<file path="src/fetch_pkg.sv">
package fetch_pkg;

    // byte address, bit 0 always zero
    typedef logic [31:0] pc_t;

    // full instruction, also the memory word
    typedef logic [31:0] instr_t;

    // one 16-bit parcel of the instruction stream
    typedef logic [15:0] half_t;

    // alignment buffer state
    typedef enum logic {
        ALIGN_IDLE,         // nothing buffered
        ALIGN_SECOND_HALF   // lower parcel of a split instruction is held
    } align_state_e;

    // coarse control-flow class handed to decode
    typedef enum logic [1:0] {
        KIND_OTHER  = 2'd0,
        KIND_BRANCH = 2'd1,
        KIND_JUMP   = 2'd2
    } instr_kind_e;

    // major opcodes needed by fetch
    localparam logic [6:0] OPC_BRANCH = 7'h63;
    localparam logic [6:0] OPC_JAL    = 7'h6f;
    localparam logic [6:0] OPC_JALR   = 7'h67;

    // ebreak, shown on the output whenever no instruction is valid
    localparam instr_t BUBBLE_INSTR = 32'h0010_0073;

    // canonical illegal instruction
    localparam instr_t ILLEGAL_INSTR = 32'h0000_0000;

endpackage
</file>
<file path="src/fetch_unit.sv">
`timescale 1ns/1ps

module fetch_unit #(
    parameter fetch_pkg::pc_t RESET_PC = 32'h4000_0000
) (
    input  logic                   clk_i,
    input  logic                   rst_i,
    input  logic                   stall_i,
    input  logic                   flush_i,
    input  logic                   redirect_valid_i,
    input  fetch_pkg::pc_t         redirect_pc_i,
    input  fetch_pkg::instr_t      imem_data_i,
    input  logic                   imem_wait_i,
    output fetch_pkg::pc_t         imem_addr_o,
    output logic                   instr_valid_o,
    output fetch_pkg::instr_t      instr_o,
    output fetch_pkg::pc_t         instr_pc_o,
    output fetch_pkg::pc_t         instr_pc_next_o,
    output fetch_pkg::instr_kind_e instr_kind_o
);
    import fetch_pkg::*;

    pc_t        data_pc;       // pc of the word arriving now
    logic       data_live;
    logic [2:0] consume_len;   // 0, 2 or 4 bytes
    logic       asm_valid;
    instr_t     asm_instr;
    pc_t        asm_pc;
    logic [2:0] asm_len;

    // first stage, address generation
    pc_gen #(
        .RESET_PC (RESET_PC)
    ) i_pc_gen (
        .clk_i            (clk_i),
        .rst_i            (rst_i),
        .stall_i          (stall_i),
        .imem_wait_i      (imem_wait_i),
        .redirect_valid_i (redirect_valid_i),
        .redirect_pc_i    (redirect_pc_i),
        .consume_len_i    (consume_len),
        .imem_addr_o      (imem_addr_o),
        .data_pc_o        (data_pc),
        .data_live_o      (data_live)
    );

    // parcel extraction and rvc expansion
    fetch_align i_fetch_align (
        .clk_i            (clk_i),
        .rst_i            (rst_i),
        .stall_i          (stall_i),
        .imem_wait_i      (imem_wait_i),
        .redirect_valid_i (redirect_valid_i),
        .data_live_i      (data_live),
        .data_pc_i        (data_pc),
        .imem_data_i      (imem_data_i),
        .consume_len_o    (consume_len),
        .asm_valid_o      (asm_valid),
        .asm_instr_o      (asm_instr),
        .asm_pc_o         (asm_pc),
        .asm_len_o        (asm_len)
    );

    fetch_out_reg i_fetch_out_reg (
        .clk_i            (clk_i),
        .rst_i            (rst_i),
        .stall_i          (stall_i),
        .imem_wait_i      (imem_wait_i),
        .flush_i          (flush_i),
        .redirect_valid_i (redirect_valid_i),
        .asm_valid_i      (asm_valid),
        .asm_instr_i      (asm_instr),
        .asm_pc_i         (asm_pc),
        .asm_len_i        (asm_len),
        .instr_valid_o    (instr_valid_o),
        .instr_o          (instr_o),
        .instr_pc_o       (instr_pc_o),
        .instr_pc_next_o  (instr_pc_next_o),
        .instr_kind_o     (instr_kind_o)
    );

endmodule

</file>
<file path="src/fetch_out_reg.sv">
`timescale 1ns/1ps

module fetch_out_reg (
    input  logic                   clk_i,
    input  logic                   rst_i,
    input  logic                   stall_i,
    input  logic                   imem_wait_i,
    input  logic                   flush_i,
    input  logic                   redirect_valid_i,
    input  logic                   asm_valid_i,
    input  fetch_pkg::instr_t      asm_instr_i,
    input  fetch_pkg::pc_t         asm_pc_i,
    input  logic [2:0]             asm_len_i,
    output logic                   instr_valid_o,
    output fetch_pkg::instr_t      instr_o,
    output fetch_pkg::pc_t         instr_pc_o,
    output fetch_pkg::pc_t         instr_pc_next_o,
    output fetch_pkg::instr_kind_e instr_kind_o
);
    import fetch_pkg::*;

    logic        bubble;
    instr_kind_e kind_d;

    assign bubble = flush_i | redirect_valid_i | imem_wait_i | ~asm_valid_i;

    // classify on the expanded opcode
    always_comb begin
        case (asm_instr_i[6:0])
            OPC_BRANCH: kind_d = KIND_BRANCH;
            OPC_JAL,
            OPC_JALR:   kind_d = KIND_JUMP;
            default:    kind_d = KIND_OTHER;
        endcase
    end

    always_ff @(posedge clk_i) begin
        if (rst_i) begin
            instr_valid_o <= 1'b0;
            instr_o       <= BUBBLE_INSTR;
            instr_kind_o  <= KIND_OTHER;
        end else if (!stall_i) begin
            instr_valid_o <= ~bubble;
            instr_o       <= bubble ? BUBBLE_INSTR : asm_instr_i;
            instr_kind_o  <= bubble ? KIND_OTHER : kind_d;
        end
    end

    always_ff @(posedge clk_i) begin
        if (!stall_i) begin
            instr_pc_o      <= asm_pc_i;
            instr_pc_next_o <= asm_pc_i + {29'd0, asm_len_i};   // fall-through
        end
    end

    a_flush_bubble: assert property (
        @(posedge clk_i) disable iff (rst_i)
        (flush_i && !stall_i) |=> !instr_valid_o
    );

endmodule

</file>
<file path="src/fetch_align.sv">
`timescale 1ns/1ps

module fetch_align (
    input  logic              clk_i,
    input  logic              rst_i,
    input  logic              stall_i,
    input  logic              imem_wait_i,
    input  logic              redirect_valid_i,
    input  logic              data_live_i,
    input  fetch_pkg::pc_t    data_pc_i,
    input  fetch_pkg::instr_t imem_data_i,
    output logic [2:0]        consume_len_o,
    output logic              asm_valid_o,
    output fetch_pkg::instr_t asm_instr_o,
    output fetch_pkg::pc_t    asm_pc_o,
    output logic [2:0]        asm_len_o
);
    import fetch_pkg::*;

    align_state_e state_q;
    align_state_e state_d;
    half_t        hold_q;      // lower parcel of a split instruction
    pc_t          hold_pc_q;   // its pc
    half_t        parcel;
    instr_t       parcel_exp;
    logic         parcel_c;
    logic         data_ok;
    logic         load_hold;

    // arriving word is usable this cycle
    assign data_ok  = data_live_i & ~imem_wait_i & ~redirect_valid_i;

    assign parcel   = data_pc_i[1] ? imem_data_i[31:16] : imem_data_i[15:0];
    assign parcel_c = (parcel[1:0] != 2'b11);

    rvc_expand i_rvc_expand (
        .parcel_i (parcel),
        .instr_o  (parcel_exp)
    );

    always_comb begin
        state_d       = state_q;
        load_hold     = 1'b0;
        consume_len_o = 3'd0;
        asm_valid_o   = 1'b0;
        asm_instr_o   = imem_data_i;
        asm_pc_o      = data_pc_i;
        asm_len_o     = 3'd4;
        if (state_q == ALIGN_SECOND_HALF) begin
            // upper half sits in the low parcel of this word
            asm_instr_o = {imem_data_i[15:0], hold_q};
            asm_pc_o    = hold_pc_q;
            if (data_ok) begin
                asm_valid_o   = 1'b1;
                consume_len_o = 3'd2;
                state_d       = ALIGN_IDLE;
            end
        end else if (parcel_c) begin
            asm_instr_o = parcel_exp;
            asm_len_o   = 3'd2;
            if (data_ok) begin
                asm_valid_o   = 1'b1;
                consume_len_o = 3'd2;
            end
        end else if (!data_pc_i[1]) begin
            if (data_ok) begin   // whole 32-bit word
                asm_valid_o   = 1'b1;
                consume_len_o = 3'd4;
            end
        end else if (data_ok) begin
            // 32-bit start in the upper half, fetch the next word
            load_hold     = 1'b1;
            consume_len_o = 3'd2;
            state_d       = ALIGN_SECOND_HALF;
        end
    end

    always_ff @(posedge clk_i) begin
        if (rst_i) begin
            state_q <= ALIGN_IDLE;
        end else if (!stall_i) begin
            state_q <= redirect_valid_i ? ALIGN_IDLE : state_d;
        end
    end

    always_ff @(posedge clk_i) begin
        if (!stall_i && load_hold) begin
            hold_q    <= parcel;
            hold_pc_q <= data_pc_i;
        end
    end

    a_split_entry: assert property (
        @(posedge clk_i) disable iff (rst_i)
        (state_q == ALIGN_IDLE) |=> (state_q == ALIGN_IDLE)
            || $past(data_pc_i[1] && (parcel[1:0] == 2'b11))
    );

endmodule

</file>
<file path="src/pc_gen.sv">
`timescale 1ns/1ps

module pc_gen #(
    parameter fetch_pkg::pc_t RESET_PC = 32'h4000_0000
) (
    input  logic           clk_i,
    input  logic           rst_i,
    input  logic           stall_i,
    input  logic           imem_wait_i,
    input  logic           redirect_valid_i,
    input  fetch_pkg::pc_t redirect_pc_i,
    input  logic [2:0]     consume_len_i,
    output fetch_pkg::pc_t imem_addr_o,
    output fetch_pkg::pc_t data_pc_o,
    output logic           data_live_o
);
    import fetch_pkg::*;

    pc_t  data_pc_q;   // pc of the word coming back from memory
    logic live_q;
    pc_t  pc_seq;
    pc_t  pc_next;

    assign pc_seq = data_pc_q + {29'd0, consume_len_i};

    // pc whose word is requested this cycle
    always_comb begin
        if (stall_i) begin
            pc_next = data_pc_q;   // same word again, data must still match data_pc
        end else if (redirect_valid_i) begin
            pc_next = redirect_pc_i;
        end else if (imem_wait_i) begin
            pc_next = data_pc_q;
        end else begin
            pc_next = pc_seq;
        end
    end

    assign imem_addr_o = {pc_next[31:2], 2'b00};   // word address
    assign data_pc_o   = data_pc_q;
    assign data_live_o = live_q;

    always_ff @(posedge clk_i) begin
        if (rst_i) begin
            data_pc_q <= RESET_PC;
            live_q    <= 1'b0;   // first word not requested yet
        end else if (!stall_i) begin
            data_pc_q <= pc_next;
            if (redirect_valid_i) begin
                // target word is taken once the path has settled
                live_q <= 1'b0;
            end else begin
                live_q <= 1'b1;
            end
        end
    end

    // halfword granularity holds for reset, redirect and sequential paths
    a_pc_halfword: assert property (
        @(posedge clk_i) disable iff (rst_i)
        !data_pc_q[0]
    );

endmodule

</file>
<file path="src/rvc_expand.sv">
`timescale 1ns/1ps

module rvc_expand (
    input  fetch_pkg::half_t  parcel_i,
    output fetch_pkg::instr_t instr_o
);
    import fetch_pkg::*;

    localparam logic [6:0] OPC_LOAD   = 7'h03;
    localparam logic [6:0] OPC_OP_IMM = 7'h13;
    localparam logic [6:0] OPC_STORE  = 7'h23;
    localparam logic [6:0] OPC_OP     = 7'h33;
    localparam logic [6:0] OPC_LUI    = 7'h37;

    logic [2:0]  funct3;
    logic [4:0]  rd;        // full 5-bit rd/rs1 field
    logic [4:0]  rs2;
    logic [4:0]  rs1_c;     // x8..x15 from bits 9:7
    logic [4:0]  rs2_c;     // x8..x15 from bits 4:2
    logic [11:0] imm6_sx;   // sign-extended 6-bit immediate
    logic [19:0] jal_imm;   // c.j/c.jal offset in jal field order

    assign funct3  = parcel_i[15:13];
    assign rd      = parcel_i[11:7];
    assign rs2     = parcel_i[6:2];
    assign rs1_c   = {2'b01, parcel_i[9:7]};
    assign rs2_c   = {2'b01, parcel_i[4:2]};
    assign imm6_sx = {{6{parcel_i[12]}}, parcel_i[12], parcel_i[6:2]};
    assign jal_imm = {parcel_i[12], parcel_i[8], parcel_i[10:9], parcel_i[6], parcel_i[7],
                      parcel_i[2], parcel_i[11], parcel_i[5:3], {9{parcel_i[12]}}};

    always_comb begin
        instr_o = ILLEGAL_INSTR;   // fp and reserved forms stay illegal
        case (parcel_i[1:0])
            2'b00: begin
                case (funct3)
                    3'b000: begin   // c.addi4spn, zero immediate is reserved
                        if (parcel_i[12:5] != 8'd0) begin
                            instr_o = {2'b00, parcel_i[10:7], parcel_i[12:11], parcel_i[5],
                                       parcel_i[6], 2'b00, 5'd2, 3'b000, rs2_c, OPC_OP_IMM};
                        end
                    end
                    3'b010: instr_o = {5'd0, parcel_i[5], parcel_i[12:10], parcel_i[6], 2'b00,
                                       rs1_c, 3'b010, rs2_c, OPC_LOAD};   // c.lw
                    3'b110: instr_o = {5'd0, parcel_i[5], parcel_i[12], rs2_c, rs1_c, 3'b010,
                                       parcel_i[11:10], parcel_i[6], 2'b00, OPC_STORE}; // c.sw
                    default: instr_o = ILLEGAL_INSTR;
                endcase
            end
            2'b01: begin
                case (funct3)
                    3'b000: instr_o = {imm6_sx, rd, 3'b000, rd, OPC_OP_IMM};   // c.nop/c.addi
                    3'b001: instr_o = {jal_imm, 5'd1, OPC_JAL};                // c.jal
                    3'b010: instr_o = {imm6_sx, 5'd0, 3'b000, rd, OPC_OP_IMM}; // c.li
                    3'b011: begin
                        if ({parcel_i[12], parcel_i[6:2]} == 6'd0) begin
                            instr_o = ILLEGAL_INSTR;
                        end else if (rd == 5'd2) begin   // c.addi16sp
                            instr_o = {{3{parcel_i[12]}}, parcel_i[4:3], parcel_i[5], parcel_i[2],
                                       parcel_i[6], 4'b0000, 5'd2, 3'b000, 5'd2, OPC_OP_IMM};
                        end else begin   // c.lui
                            instr_o = {{8{parcel_i[12]}}, imm6_sx, rd, OPC_LUI};
                        end
                    end
                    3'b100: begin
                        case (parcel_i[11:10])
                            2'b00: begin   // c.srli
                                if (!parcel_i[12]) begin
                                    instr_o = {7'b0000000, rs2, rs1_c, 3'b101, rs1_c, OPC_OP_IMM};
                                end
                            end
                            2'b01: begin   // c.srai
                                if (!parcel_i[12]) begin
                                    instr_o = {7'b0100000, rs2, rs1_c, 3'b101, rs1_c, OPC_OP_IMM};
                                end
                            end
                            2'b10: instr_o = {imm6_sx, rs1_c, 3'b111, rs1_c, OPC_OP_IMM}; // c.andi
                            default: begin
                                if (!parcel_i[12]) begin   // bit 12 set is rv64 only
                                    case (parcel_i[6:5])
                                        2'b00: instr_o = {7'b0100000, rs2_c, rs1_c, 3'b000,
                                                          rs1_c, OPC_OP};   // c.sub
                                        2'b01: instr_o = {7'b0000000, rs2_c, rs1_c, 3'b100,
                                                          rs1_c, OPC_OP};   // c.xor
                                        2'b10: instr_o = {7'b0000000, rs2_c, rs1_c, 3'b110,
                                                          rs1_c, OPC_OP};   // c.or
                                        default: instr_o = {7'b0000000, rs2_c, rs1_c, 3'b111,
                                                            rs1_c, OPC_OP}; // c.and
                                    endcase
                                end
                            end
                        endcase
                    end
                    3'b101: instr_o = {jal_imm, 5'd0, OPC_JAL};   // c.j
                    default: begin   // c.beqz / c.bnez, funct3 lsb picks bne
                        instr_o = {{4{parcel_i[12]}}, parcel_i[6:5], parcel_i[2], 5'd0, rs1_c,
                                   2'b00, parcel_i[13], parcel_i[11:10], parcel_i[4:3],
                                   parcel_i[12], OPC_BRANCH};
                    end
                endcase
            end
            2'b10: begin
                case (funct3)
                    3'b000: begin   // c.slli
                        if (!parcel_i[12]) begin
                            instr_o = {7'b0000000, rs2, rd, 3'b001, rd, OPC_OP_IMM};
                        end
                    end
                    3'b010: begin   // c.lwsp, rd zero reserved
                        if (rd != 5'd0) begin
                            instr_o = {4'b0000, parcel_i[3:2], parcel_i[12], parcel_i[6:4], 2'b00,
                                       5'd2, 3'b010, rd, OPC_LOAD};
                        end
                    end
                    3'b100: begin
                        if (!parcel_i[12]) begin
                            if (rs2 != 5'd0) begin
                                instr_o = {7'b0000000, rs2, 5'd0, 3'b000, rd, OPC_OP};  // c.mv
                            end else if (rd != 5'd0) begin
                                instr_o = {12'd0, rd, 3'b000, 5'd0, OPC_JALR};         // c.jr
                            end
                        end else if (rs2 != 5'd0) begin
                            instr_o = {7'b0000000, rs2, rd, 3'b000, rd, OPC_OP};        // c.add
                        end else if (rd != 5'd0) begin
                            instr_o = {12'd0, rd, 3'b000, 5'd1, OPC_JALR};             // c.jalr
                        end else begin
                            instr_o = BUBBLE_INSTR;   // c.ebreak, same word as the bubble
                        end
                    end
                    3'b110: instr_o = {4'b0000, parcel_i[8:7], parcel_i[12], rs2, 5'd2, 3'b010,
                                       parcel_i[11:9], 2'b00, OPC_STORE};   // c.swsp
                    default: instr_o = ILLEGAL_INSTR;
                endcase
            end
            default: instr_o = ILLEGAL_INSTR;   // not a compressed parcel
        endcase
    end

endmodule

</file>
<file path="config.mk">
export PLATFORM = sky130hd
export DESIGN_NAME = fetch_unit
export DESIGN_NICKNAME = d
export VERILOG_FILES = /design/src/fetch_pkg.sv /design/src/fetch_unit.sv /design/src/fetch_out_reg.sv /design/src/fetch_align.sv /design/src/pc_gen.sv /design/src/rvc_expand.sv
export SDC_FILE = /design/constraint.sdc
export NUM_CORES = 1
export LEC_CHECK = 0
export ABC_AREA = 1
export BUFFER_PORTS_ARGS = -buffer_cell sky130_fd_sc_hd__buf_2
export CORE_MARGIN = 2
export CORE_UTILIZATION = 25
export CTS_CLUSTER_DIAMETER = 150
export DETAILED_ROUTE_END_ITERATION = 12
export PLACE_DENSITY = 0.39
export SYNTH_ARGS = -nofsm -noshare
export SYNTH_HDL_FRONTEND = slang
export SYNTH_SLANG_ARGS = --single-unit
</file>
<file path="constraint.sdc">
create_clock -name clk_i -period 4.4 [get_ports clk_i]
set_input_delay 0.44 -clock clk_i [delete_from_list [all_inputs] [get_ports clk_i]]
set_output_delay 0.44 -clock clk_i [all_outputs]
set_load 0.02 [all_outputs]
</file>
## Yosys cells after proc, flatten, opt, wreduce, memory -nomap -nowiden

Cells that the tools add are included.

| operators by class | value |
|---|---|
| multiplexer cells | 47 |
| reduce and logical (&&, ||, !) cells | 12 |
| equality and inequality tests | 18 |
| add/sub/neg operators | 2 |
| bitwise gates (word level) | 10 |

Operator list:

| cell | number |
|---|---|
| $mux 32 | 8 |
| $pmux 32 s3 | 2 |
| $pmux 32 s6 | 1 |
| $mux 25 | 5 |
| $pmux 28 s4 | 1 |
| $pmux 31 s3 | 1 |
| $pmux 30 s3 | 1 |
| $add 32x3->32 | 2 |
| $mux 31 | 2 |
| $mux 30 | 1 |
| $mux 29 | 1 |
| $mux 28 | 1 |
| $eq 7x7->1 const B | 3 |
| $mux 21 | 1 |
| $mux 20 | 1 |
| $mux 3 | 6 |
| $mux 16 | 1 |
| $mux 1 | 11 |
| $reduce_bool 5->1 | 2 |
| $eq 3x3->1 const B | 3 |
| $reduce_bool 8->1 | 1 |
| $eq 2x1->1 const B | 3 |
| $eq 2x2->1 const B | 3 |
| $eq 3x2->1 const B | 2 |
| other kinds (15) | 26 |

| word-level totals | value |
|---|---|
| output and inout port bits | 131 |
| bits in registers | 181 |
| logic and storage cells | 100 |
| input port bits | 70 |

## Longest topological paths before layout

| logic depth | value |
|---|---|
| depth in word-level cells | 13 |
| gate-level depth with buffers | 23 |
| gate-level depth less buffers | 22 |

## By module

From an unflattened synthesis, not the netlist that was laid out.

| second synthesis, totals | value |
|---|---|
| cell total of the unflattened synthesis | 1616 |
| area total of the unflattened synthesis | 11297.1 µm² |

By module, submodules not included:

| module | cells an instance | instances | area each (µm²) | sequential area each (µm²) |
|---|---|---|---|---|
| fetch_out_reg | 423 | 1 | 4086.4 | 2622.5 |
| fetch_align | 386 | 1 | 2956.6 | 1461.4 |
| pc_gen | 463 | 1 | 2697.6 | 660.6 |
| rvc_expand | 344 | 1 | 1556.5 | 0.0 |

## Least setup slack after synthesis

No wires, ideal clock.

| path | value |
|---|---|
| path kind | reg-to-output |
| from | register i_pc_gen.data_pc_q[1], in the netlist i_pc_gen.data_pc_o[1] |
| to | output imem_addr_o[25] |
| cell stages (with the launch flop) | 23 |
| path slack | 0.405 ns |
| required time | 3.960 ns |
| buffers on the path | 2 |
| arrival | 3.555 ns |
| path through | dfxtp_1 buf_6 nand2_1 o21ai_2 inv_2 nand2_4 nor2_4 inv_1 clkbuf_1 o21ai_0 inv_1 ha_1 inv_1 fa_1 nor3_1 nand2_1 nor3_2 nand4_1 nor3_1 nand2_1 o21ai_1 nand2_1 nand2_1 |

| on the way | value |
|---|---|
| cells in the longest elaborated chain, start to end | 8 |
| elaborated cells on any way between the ends | 9 |
| those cells by class | 1 x add/sub; 1 x eq/ne; 7 x mux |

Ends and longest elaborated chain:

| element | line | text |
|---|---|---|
| start, declared | pc_gen.sv:19 | `pc_t data_pc_q;` |
| start signal, assigned | pc_gen.sv:48 | `data_pc_q <= pc_next;` |
| $mux 16 | fetch_align.sv:33 | `assign parcel = data_pc_i[1] ? imem_data_i[31:16] : imem_data_i[15:0];` |
| net i_fetch_align.i_rvc_expand.parcel_i[0] | rvc_expand.sv:4 | `input fetch_pkg::half_t parcel_i,` |
| $ne 2x2->1 | fetch_align.sv:34 | `assign parcel_c = (parcel[1:0] != 2'b11);` |
| $mux 3 | fetch_align.sv:58 | `end else if (parcel_c) begin` |
| $mux 3 | fetch_align.sv:49 | `if (state_q == ALIGN_SECOND_HALF) begin` |
| $add 32x3->32 | pc_gen.sv:24 | `assign pc_seq = data_pc_q + {29'd0, consume_len_i};` |
| $mux 32 | pc_gen.sv:32 | `end else if (imem_wait_i) begin` |
| $mux 32 | pc_gen.sv:30 | `end else if (redirect_valid_i) begin` |
| $mux 32 | pc_gen.sv:28 | `if (stall_i) begin` |
| end, declared | fetch_unit.sv:14 | `output fetch_pkg::pc_t imem_addr_o,` |

The timed path passes the listed nets, and every way through them passes these cells. The select of a mux whose other input is x is not followed.

## Worst setup path in the final report

Same ends and word-level chain as after synthesis.

==> flow_summary.json <==
{
  "outcome": "finished clean",
  "cts_buffers": 17,
  "hp-start": "redirect_pc_i[0]",
  "grt_pass1_vias": 9863,
  "gp_congestion": 0.934,
  "max_slew_margin_pct": 37.6,
  "postSynthAreaPerCell_um2": 7.90,
  "final_cells": 2059,
  "grt_max_degree": 91,
  "cts_tree": "built",
  "cts-root-to-sink-buffers": 2,
  "die_w_um": 208,
  "setup.worst_path.start": "i_pc_gen.data_pc_o[1]",
  "drc_errors": 0,
  "cp_max_fo": 7,
  "synth_warnings": 0,
  "cp_slowest_cell": "dfxtp_4",
  "synth_cells": 1312,
  "critPathMostFrequentCell": "nand2_1",
  "die_area_um2": 43100,
  "critPathKind": "flip-flop to output pin",
  "ys.flop_type": "edfxtp_1",
  "synthTopCellsByCount": "nand2_1 (302), inv_1 (152), edfxtp_1 (111), a21oi_1 (100), o21ai_0 (92)",
  "synth_top_cell_by_area": "edfxtp_1",
  "synth_top_area_share_pct": 32.1,
  "ir_worst_vdd_v": 0.000285,
  "path_cells": "nand2_1 -> o21ai_4 -> inv_2 -> nand2_4 -> nor2_4 -> inv_2 -> o21ai_0 -> inv_1 -> ha_1 -> inv_1 -> fa_2 -> nor3_4 -> nand2_4 -> nor3_4 -> nand4_1 -> nor3_2 -> nand2_1 -> o21ai_1 -> nand2_1 -> nand2_1 -> buf_4",
  "clk_latency_ns": 0.47,
  "hold_class": "input port to flip-flop",
  "area_growth_pct": 22.4,
  "cp-start-kind": "flip-flop",
  "regArea_um2": 4720,
  "syn-cell-area_um2": 10400,
  "root_buffer": "clkbuf_16",
  "async_reset_ff_share_pct": 0,
  "hold_viol": 0,
  "critPathRequiredTime_ns": 3.96,
  "ys_ff_latch": 180,
  "design_area_um2": 12700,
  "seq_area_frac_synth_pct": 45.5,
  "power.leakage_nw": 5.45,
  "synth_area_leaders": "edfxtp_1 (32%), dfxtp_1 (13%), nand2_1 (11%)",
  "slowest_delay_ns": 0.40,
  "num_antenna_cells": 0,
  "placementRows": 74,
  "n_fill_cell": 4508,
  "multi_input_area_um2": 4860,
  "dp_cells": 2024,
  "wl_mm": 43.3,
  "portBuffers": 198,
  "ios": 201,
  "tightest_slew_ns": 0.927,
  "totalPowerFinal_mw": 4.17,
  "die_h_um": 208,
  "final_layout_size_suffix_gt1_share_pct": 25.4,
  "overflow": 0,
  "htreeDepth": 4,
  "core_area_um2": 40900,
  "cp.arrival_ns": 3.68,
  "grt_pass1_wl_mm": 64.2,
  "fin_crit_ns": 4.12,
  "grtUsageTotal_pct": 20.0,
  "cts.clk_slew.worst_paths_ns": 0.08,
  "yosysUniqueCellTypes": 52,
  "maxClockFrequency_mhz": 243,
  "wire_per_inst_um": 21.0,
  "first_pass_iters": 6,
  "timing.rr.start": "i_pc_gen.data_pc_o[1]",
  "detail_route.iter0.violations": 625,
  "start_util_pct": 25.3,
  "fin_crit_sh_pct": 93.5,
  "setup_viol_count_final": 0,
  "cts_sinks": 180,
  "clock_skew_ns": 0.0179,
  "final_antenna_net_count": 0,
  "antenna_found_initial": 1,
  "vias": 9830,
  "maxSlewViolCount": 0,
  "critPathCaptureType": "output pin",
  "maxCapViolCount": 0,
  "dp_hpwl_mm": 33.5,
  "viasPerCell": 4.77,
  "postPlaceCellArea_um2": 12000,
  "synth-edff-count": 111,
  "synth_most_common_cell": "nand2_1",
  "p_per_area_nw_per_um2": 328,
  "fin_nets": 1590
}
## placed cells by master, fill, tap and decap left out, types with 22 or more instances in the layout
cell	count
nor2_1	83
buf_4	29
dfxtp_1	67
buf_2	197
a21oi_1	99
nand2_2	24
nand2_1	301
o21ai_0	92
edfxtp_1	111
nand3_1	73
or2_2	26
inv_1	151
nand4_1	22
xor2_1	32
## cell type report
| cell class | count | share of cell area, % |
|---|---|---|
| multi-input combinational | 918 | 38.3 |
| clock buffer | 23 | 4.11 |
| tap | 532 | 5.24 |
| timing repair buffer | 227 | 9.64 |
| inverter | 170 | 5.04 |
| clock inverter | 9 | 0.483 |
| sequential | 180 | 37.2 |
## flip-flops by register name, summed over array words and instances (netlist names)
register / flops
i_fetch_out_reg.instr_pc_o: 31
i_fetch_out_reg.instr_kind_o: 2
i_pc_gen.data_pc_o: 32
i_fetch_out_reg.instr_o: 32
i_pc_gen.data_live_o: 1
i_fetch_out_reg.instr_pc_next_o: 32
i_fetch_align.state_q: 1
i_fetch_out_reg.instr_valid_o: 1
i_fetch_align.hold_q: 16
i_fetch_align.hold_pc_q: 32
## repair_timing
item / CTS / global route
setup endpoints to repair: 5 / 10
pin swaps: 0 / 5
resized for setup: 3 / 17
buffers inserted: 0 / 3
hold buffers: 0 / 0
## worst max-delay path, delay by kind of cell (launching register included)
kind / cells / cell delay, ns
and+or+nand+nor: 11 / 1.51
adders and majority gates: 2 / 0.54
buffers and inverters: 5 / 0.46
DFF: 1 / 0.40
AOI/OAI and AO/OA: 3 / 0.29
## report_power, final
group / switching (mW) / internal [mW] / total, mW
Sequential: 0.0322 / 1.85 / 1.88
Clock: 0.716 / 0.844 / 1.56
Combinational: 0.531 / 0.196 / 0.727
Total: 1.28 / 2.89 / 4.17
## routing by layer
layer  vias to the layer above  routed length, µm  track usage (%)  share of wire [%]
met1                      4611              19100             25.4                 44
met5                         -                 13                0              0.030
met3                        73               2300             3.65                5.3
li1                       4812                  -                -                  -
met2                       332              20100             32.6                 46
met4                         2               1780             9.93                4.1
## worst paths after layout
path / endpoint / slack [ns] / depth (start not counted)
hold / removal: i_pc_gen.data_pc_o[0] / 0.21 / 3
setup / recovery: imem_addr_o[25] / 0.28 / 21
setup reg to reg: i_fetch_out_reg.instr_pc_next_o[31] / 0.79 / 18
hold reg to reg: i_fetch_align.hold_pc_q[4] / 0.46 / 0
## per-stage QoR
step | TNS, ns | utilization [%] | hold slack, ns | setup slack, ns
6_report | 0 | 31.0 | 0.206 | 0.284
2_1_floorplan | 0 | - | 0.425 | 0.405
3_3_place_gp | 0 | 29.3 | 0.448 | 0.308
5_1_grt | -0.0330 | 31.0 | 0.250 | -0.0330
3_5_place_dp | 0 | 29.3 | 0.446 | 0.256
4_1_cts | 0 | 30.8 | 0.181 | 0.00357
## cell families after synthesis
group	Yosys count	synth area share (%)
AO/OA/AOI/OAI	278	15.7
XOR/XNOR	33	2.79
adder cells (fa/ha/maj)	6	0.869
buffers and inverters	215	8.59
flip-flops	180	45.5
other	1	0.0362
AND/OR/NAND/NOR	599	26.6
Note: power is estimated with default switching activity, not from simulation.
